[config.mk]
export PLATFORM = sky130hd
export DESIGN_NAME = rf16x160
export DESIGN_NICKNAME = d
export VERILOG_FILES = /design/src/rf_pkg.sv /design/src/rf_write_if.sv /design/src/rf16x160.sv /design/src/rf_array.sv /design/src/rf_read_stage.sv /design/src/rf_write_stage.sv
export VERILOG_INCLUDE_DIRS = /design/src
export SDC_FILE = /design/constraint.sdc
export NUM_CORES = 2
export LEC_CHECK = 0
export BUFFER_PORTS_ARGS = -buffer_cell sky130_fd_sc_hd__buf_2
export CELL_PAD_IN_SITES_DETAIL_PLACEMENT = 0
export CELL_PAD_IN_SITES_GLOBAL_PLACEMENT = 1
export CORE_AREA = 2 2 519 521
export CTS_CLUSTER_DIAMETER = 50
export DETAILED_ROUTE_END_ITERATION = 8
export DIE_AREA = 0 0 521 523
export HOLD_SLACK_MARGIN = 0.1
export PLACE_DENSITY_LB_ADDON = 0.1
export SYNTH_ARGS = -nofsm -noshare
export SYNTH_HDL_FRONTEND = slang
export SYNTH_SLANG_ARGS = --single-unit
[constraint.sdc]
create_clock -name clk -period 17.6 [get_ports clk]
set_clock_uncertainty 0.1 [all_clocks]
set_input_delay 0 -clock clk [delete_from_list [all_inputs] [get_ports clk]]
set_output_delay 0 -clock clk [all_outputs]
set_load 0.01 [all_outputs]
[src/rf_macros.svh]
/*
 * Size constants for the 16 x 160 register file.
 * Included by the type package and the testbench, which build
 * their widths from these values.
 */

`ifndef RF_MACROS_SVH
`define RF_MACROS_SVH

////////////////////
// array geometry
////////////////////

// number of entries
`define RF_DEPTH 16

// entry address width, log2 of the depth
`define RF_ADDR_W 4

// bits per entry
`define RF_WIDTH 160

////////////////////
// write enables
////////////////////

// word lanes interleave bit by bit, lane = bit mod 4
`define RF_WORD_LANES 4

// one enable per 8 bits of the entry
`define RF_BYTES 20

`endif

[src/rf_pkg.sv]
/*
 * Types shared by the register file modules and the testbench.
 * Import with rf_pkg::* in the module header.
 */

`include "rf_macros.svh"

package rf_pkg;

	////////////////////
	// request fields
	////////////////////

	// entry address
	typedef logic [`RF_ADDR_W-1:0] rf_addr_t;

	// one entry, also used as the per-bit write mask
	typedef logic [`RF_WIDTH-1:0] rf_data_t;

	// word lane enables, lane i covers bits i, i+4, i+8 ...
	typedef logic [`RF_WORD_LANES-1:0] rf_word_en_t;

	// byte enables, byte j covers bits 8j to 8j+7
	typedef logic [`RF_BYTES-1:0] rf_byte_en_t;

endpackage

[src/rf_write_if.sv]
/*
 * Staged write request from the write stage into the storage array.
 * The array stores data at every bit where mask is set, on each
 * rising edge with valid high. There is no back-pressure.
 */

`timescale 1ns/1ns

interface rf_write_if
	import rf_pkg::*;
();

	// request issues this cycle
	logic     valid;

	// target entry
	rf_addr_t addr;

	// new contents, only bits under mask are used
	rf_data_t data;

	// per-bit write enable, expanded from word and byte enables
	rf_data_t mask;

	modport stage
	(
		output valid,
		output addr,
		output data,
		output mask
	);

	modport array
	(
		input valid,
		input addr,
		input data,
		input mask
	);

endinterface

[src/rf16x160.sv]
/*
 * 16 x 160 register file, one read port and one write port.
 * Write stage and read stage run side by side and meet at the array.
 * hold freezes both request registers; reset_l clears dout and valids.
 */

`timescale 1ns/1ns

module rf16x160
	import rf_pkg::*;
(
	input  logic        clk,
	input  logic        reset_l,
	input  logic        hold,
	input  logic        wr_en,
	input  rf_addr_t    wr_adr,
	input  rf_data_t    din,
	input  rf_word_en_t word_wen,
	input  rf_byte_en_t byte_wen,
	input  logic        read_en,
	input  rf_addr_t    rd_adr,
	output rf_data_t    dout
);

	// staged write request into the array
	rf_write_if wr_bus ();

	// registered read address and the entry it selects
	rf_addr_t rd_addr_q;
	rf_data_t rd_word;

	////////////////////
	// write side
	////////////////////

	rf_write_stage i_write_stage
	(
		.clk      (clk),
		.reset_l  (reset_l),
		.hold     (hold),
		.wr_en    (wr_en),
		.wr_adr   (wr_adr),
		.din      (din),
		.word_wen (word_wen),
		.byte_wen (byte_wen),
		.wr       (wr_bus.stage)
	);

	////////////////////
	// read side
	////////////////////

	rf_read_stage i_read_stage
	(
		.clk       (clk),
		.reset_l   (reset_l),
		.hold      (hold),
		.read_en   (read_en),
		.rd_adr    (rd_adr),
		.rd_addr_q (rd_addr_q),
		.rd_word   (rd_word),
		.dout      (dout)
	);

	////////////////////
	// storage
	////////////////////

	// no reset here, contents are undefined until written
	rf_array i_array
	(
		.clk     (clk),
		.wr      (wr_bus.array),
		.rd_addr (rd_addr_q),
		.rd_word (rd_word)
	);

endmodule

[src/rf_array.sv]
/*
 * Storage of the register file, 16 entries of 160 bits.
 * Bit-masked write on the rising edge, combinational read.
 * A read of the entry being written sees the old contents.
 */

`timescale 1ns/1ns

module rf_array
	import rf_pkg::*;
(
	input  logic      clk,
	rf_write_if.array wr,
	input  rf_addr_t  rd_addr,
	output rf_data_t  rd_word
);

	// one entry per address value
	rf_data_t mem [2**$bits(rf_addr_t)];

	////////////////////
	// write port
	////////////////////

	// only bits under the mask change, the rest keep their value
	always_ff @(posedge clk)
	begin
		if (wr.valid)
			mem[wr.addr] <= (mem[wr.addr] & ~wr.mask) | (wr.data & wr.mask);
	end

	////////////////////
	// read port
	////////////////////

	// the write above is non-blocking, so a same-edge read gets old data
	assign rd_word = mem[rd_addr];

	////////////////////
	// checks
	////////////////////

	a_wr_addr_known: assert property (@(posedge clk)
		wr.valid |-> !$isunknown(wr.addr));

endmodule

[src/rf_read_stage.sv]
/*
 * Read request register and output register of the register file.
 * The address is registered on the first edge and the entry is
 * captured into dout on the second. dout holds when no read issues.
 */

`timescale 1ns/1ns

module rf_read_stage
	import rf_pkg::*;
(
	input  logic     clk,
	input  logic     reset_l,
	input  logic     hold,
	input  logic     read_en,
	input  rf_addr_t rd_adr,
	output rf_addr_t rd_addr_q,
	input  rf_data_t rd_word,
	output rf_data_t dout
);

	logic rd_en_q;

	// request valid flag and output register
	always_ff @(posedge clk)
	begin
		if (reset_l)
		begin
			rd_en_q <= 1'b0;
			dout    <= '0;
		end
		else if (!hold)
		begin
			rd_en_q <= read_en;
			// rd_word is the entry before any write landing on this edge
			if (rd_en_q)
				dout <= rd_word;
		end
	end

	// address register, kept while hold is high
	always_ff @(posedge clk)
	begin
		if (!hold)
			rd_addr_q <= rd_adr;
	end

	// capture must index a known entry
	a_rd_addr_known: assert property (@(posedge clk) disable iff (reset_l)
		(rd_en_q && !hold) |-> !$isunknown(rd_addr_q));

endmodule

[src/rf_write_stage.sv]
/*
 * Write request register of the register file.
 * Captures one request per cycle, freezes it while hold is high and
 * presents it to the array one cycle later with a 160-bit bit mask.
 */

`timescale 1ns/1ns

module rf_write_stage
	import rf_pkg::*;
(
	input  logic        clk,
	input  logic        reset_l,
	input  logic        hold,
	input  logic        wr_en,
	input  rf_addr_t    wr_adr,
	input  rf_data_t    din,
	input  rf_word_en_t word_wen,
	input  rf_byte_en_t byte_wen,
	rf_write_if.stage   wr
);

	logic        wr_en_q;
	rf_addr_t    wr_adr_q;
	rf_data_t    din_q;
	rf_word_en_t word_wen_q;
	rf_byte_en_t byte_wen_q;

	////////////////////
	// request register
	////////////////////

	// the valid flag is the only state that reset touches
	always_ff @(posedge clk)
	begin
		if (reset_l)
			wr_en_q <= 1'b0;
		else if (!hold)
			wr_en_q <= wr_en;
	end

	always_ff @(posedge clk)
	begin
		if (!hold)
		begin
			wr_adr_q   <= wr_adr;
			din_q      <= din;
			word_wen_q <= word_wen;
			byte_wen_q <= byte_wen;
		end
	end

	////////////////////
	// mask expansion
	////////////////////

	// bit i needs its word lane (i mod 4) and its byte (i div 8)
	always_comb
	begin
		for (int i = 0; i < $bits(rf_data_t); i++)
			wr.mask[i] = word_wen_q[i % $bits(rf_word_en_t)] & byte_wen_q[i / 8];
	end

	// a held request stays parked and issues once hold drops
	assign wr.valid = wr_en_q & ~hold;
	assign wr.addr  = wr_adr_q;
	assign wr.data  = din_q;

	// a request that gets captured must carry known enables
	a_wen_known: assert property (@(posedge clk) disable iff (reset_l)
		(wr_en && !hold) |-> !$isunknown({word_wen, byte_wen}));

endmodule

==> impl_results.md <==
* Layout cells sized above 1 at 25.96%
* Final instance area at 0.1513 mm2
* Starting Density at 48.71%
* Dominant synthesized flop cell: edfxtp_1
* Post-synth top area share at 63.54%
* Critical-path cell list: buf_4 -> buf_4 -> buf_4 -> buf_4 -> mux2i_1 -> o22ai_1 -> nor3_1 -> a211oi_1 -> buf_4
* Grt ovf at 0
* Max Fclk at 169.4 MHz
* Minimum clock period at 5.904 ns
* DRC Markers at 0
* Num CTS Buffers at 361
* Status: completed
* Die Span X at 521 um
* RSZ-0062 raised after global routing: no
* Crit path largest cell delay at 0.94 ns
* Syn Nets at 7478
* Syn Inst Count at 7281
* Gpl congestion at 0.7996
* Antenna Nets Post-Route at 0
* Core ar. at 0.2670 mm2
* Fin. Hold Viols at 0
* Most frequent cells in the layout: edfxtp_1 (2752), mux2i_1 (993), mux4_2 (845)
* Unique masters post-synth at 41
* Commonest non-fill, non-tap cell in the layout: edfxtp_1
* Min-delay src: reset_l
* DP HPWL at 220500 um
* Leakage at 0.05107 uW
* Worst setup EP type: flip-flop
* Final setup violation count at 0
* Post-CTS setup buffer count at 0
* Largest area contributor in the netlist: edfxtp_1
* Aggregate global-route resource usage at 30.62%
* Rows at 190
* CTS tree: built
* Placed cell areas at 0.1354 mm2
* Yosys reg bits at 2918
* Largest net degree at the start of global routing at 114
* Worst R2R Setup Slack at 11.70 ns
* Antenna violations before repair at 10
* IR drop worst, VDD at 89.79 uV
* Root buf cell: clkbuf_16
* Fillers at 20544
* Buffers added on ports at 356
* Chip height at 523 um
* Via count at 78661
* PD cells at 114.3 mW/mm2
* Max-Cap Viols at 0
* FFs w/ async S/R, synth at 0%
* Tcrit/Tclk final at 33.55%
* Top delay family on crit path: buffers and inverters
* Worst hold path type: primary input to flip-flop
* Slowest CP cell: dfxtp_4
* Worst path bufs/invs at 5
* Io pins at 357
* Initial DRC Count at 8749
* Global Route met1 Usage at 41.65%
* Worst setup SP type: flip-flop
* Crit-path most repeated cell: buf_4
* Vias in the first global route at 79945
* EDFF count, synth at 2752
* # clock sinks at 2918
* Crit path kind: flip-flop to flip-flop
* Critical path required time at 18.22 ns
* Clock insertion delay at the later pin of the skew report at 0.89 ns
* Seq/Total Area, Yosys at 66.10%
* First-pass GRT wire length at 593800 um
* Area contributors post-synth: edfxtp_1 (64%), mux4_2 (15%), mux2i_1 (7.6%)
* Post-synthesis average cell area at 17.86 um2
* Worst Path Max Fanout at 47
* Vias per cell at 6.612
* Met3 GRT Util at 3.823%
* Detailed Route WL at 421100 um
* CTS clk-pin slew, worst paths at 0.06 ns
* CP arrival at 6.52 ns
* GR Util met2 at 51.04%
* Die area at 0.2725 mm2
* Setup_tns at 0 ns
* Mapped Area at 0.1301 mm2
* Slew HR at 18.24%
* Nets at 8240
* Slew Limit Fails at 0
* GRT Max-Usage Layer: met2
* DRT Pass-1 Iters at 6
* YS warnings at 0
* Area growth syn-to-layout at 16.34%
* Tot Pwr at 17290 uW
* Max clock buf depth at 4
* Gates resized, CTS repair at 0
* Worst-Margin Slew at 1.223 ns
* DR WL/cell at 35.40 um
* Htree depth at 5
==> final cells by class <==
| class | count | area (um2) | area share, % |
|---|---|---|---|
| inverters | 2 | 17.52 | 0.01158 |
| repair buffers | 960 | 7655 | 5.059 |
| diodes | 4 | 10.01 | 0.006616 |
| multi-input cells | 3800 | 41270 | 27.27 |
| clock inverters | 196 | 2201 | 1.455 |
| well taps | 3552 | 4444 | 2.937 |
| clock buffers | 465 | 9729 | 6.430 |
| flip-flops and latches | 2918 | 85980 | 56.83 |
==> worst reg2reg max path: cells and delay by family, from the launching register on <==
family	cells	cell delay, ns
compound gates	2	1.02
buf+inv	5	3.41
flops	1	0.94
mux	1	0.20
simple gates	1	0.07
==> sequential cells by signal, indices dropped and copies added, names as in the netlist, named ones only <==
name and count:
i_array.mem 2560, i_read_stage.dout 160, i_read_stage.rd_addr_q 4, i_read_stage.rd_en_q 1, i_write_stage.byte_wen_q 20, i_write_stage.word_wen_q 4, i_write_stage.wr.addr 4, i_write_stage.wr.data 160
i_write_stage.wr_en_q 1
==> cell families (layout without fill, tap and decap cells) <==
kind of cell           Yosys count  after routing  share of synthesized area, %
other                            0              4                             0
DFF                           2918           2918                         66.10
AOI/OAI and AO/OA              944            944                         4.991
buffers and inverters          563           1623                         2.338
muxes                         1990           1990                         23.59
and+or+nand+nor                866            866                         2.980
==> metrics by stage <==
stage	hold slack (ns)	cells	setup slack (ns)	utilization [%]
final	0.1851	11897	11.70	56.67
after global placement	0.07630	10838	11.92	50.72
after detailed placement	0.07808	10838	11.74	50.72
after CTS	0.1079	11893	11.69	56.67
after global routing	0.1604	11895	11.40	56.67
after floorplan	-0.001131	7281	1.068	-
==> power breakdown <==
part           internal [uW]  switching, uW
Clock                   4450           2940
Sequential              7970           93.5
Combinational            695           1140
Total                  13100           4180
==> final timing paths <==
path,endpoint,cells after the start
min,i_read_stage.dout[92]$_SDFFE_PP0P_,3
max reg2reg,i_array.mem[14][84]$_DFFE_PP_,9
max,i_array.mem[14][84]$_DFFE_PP_,9
min reg2reg,i_read_stage.dout[26]$_SDFFE_PP0P_,2
==> routing by layer <==
layer	routed length (um)	part of all wire (%)
met5	24	0.0057
met4	16540	3.9
met3	32370	7.7
met2	204600	49
met1	167600	40
==> synthesized netlist by cell type, types with 10 or more instances <==
cell / n
buf_4: 116
nor3_1: 127
o22ai_1: 268
mux2i_1: 993
a211oi_1: 40
o32ai_1: 34
edfxtp_1: 2752
dfxtp_1: 166
nor4_1: 25
o21ai_0: 27
a21oi_1: 126
nand2_1: 261
nand3_1: 97
buf_1: 50
mux4_2: 845
buf_2: 188
mux2_2: 152
a22oi_1: 220
buf_6: 34
clkbuf_1: 172
nor2_1: 266
nand2b_1: 10
nand4_1: 52
o2111ai_1: 33
o211ai_1: 173
==> repair_timing <==
action                                  CTS  global route
endpoints found under the setup margin    0             0
endpoints found under the hold margin   306             0
hold buffers                            394             0
(Power assumes the default switching activity.)
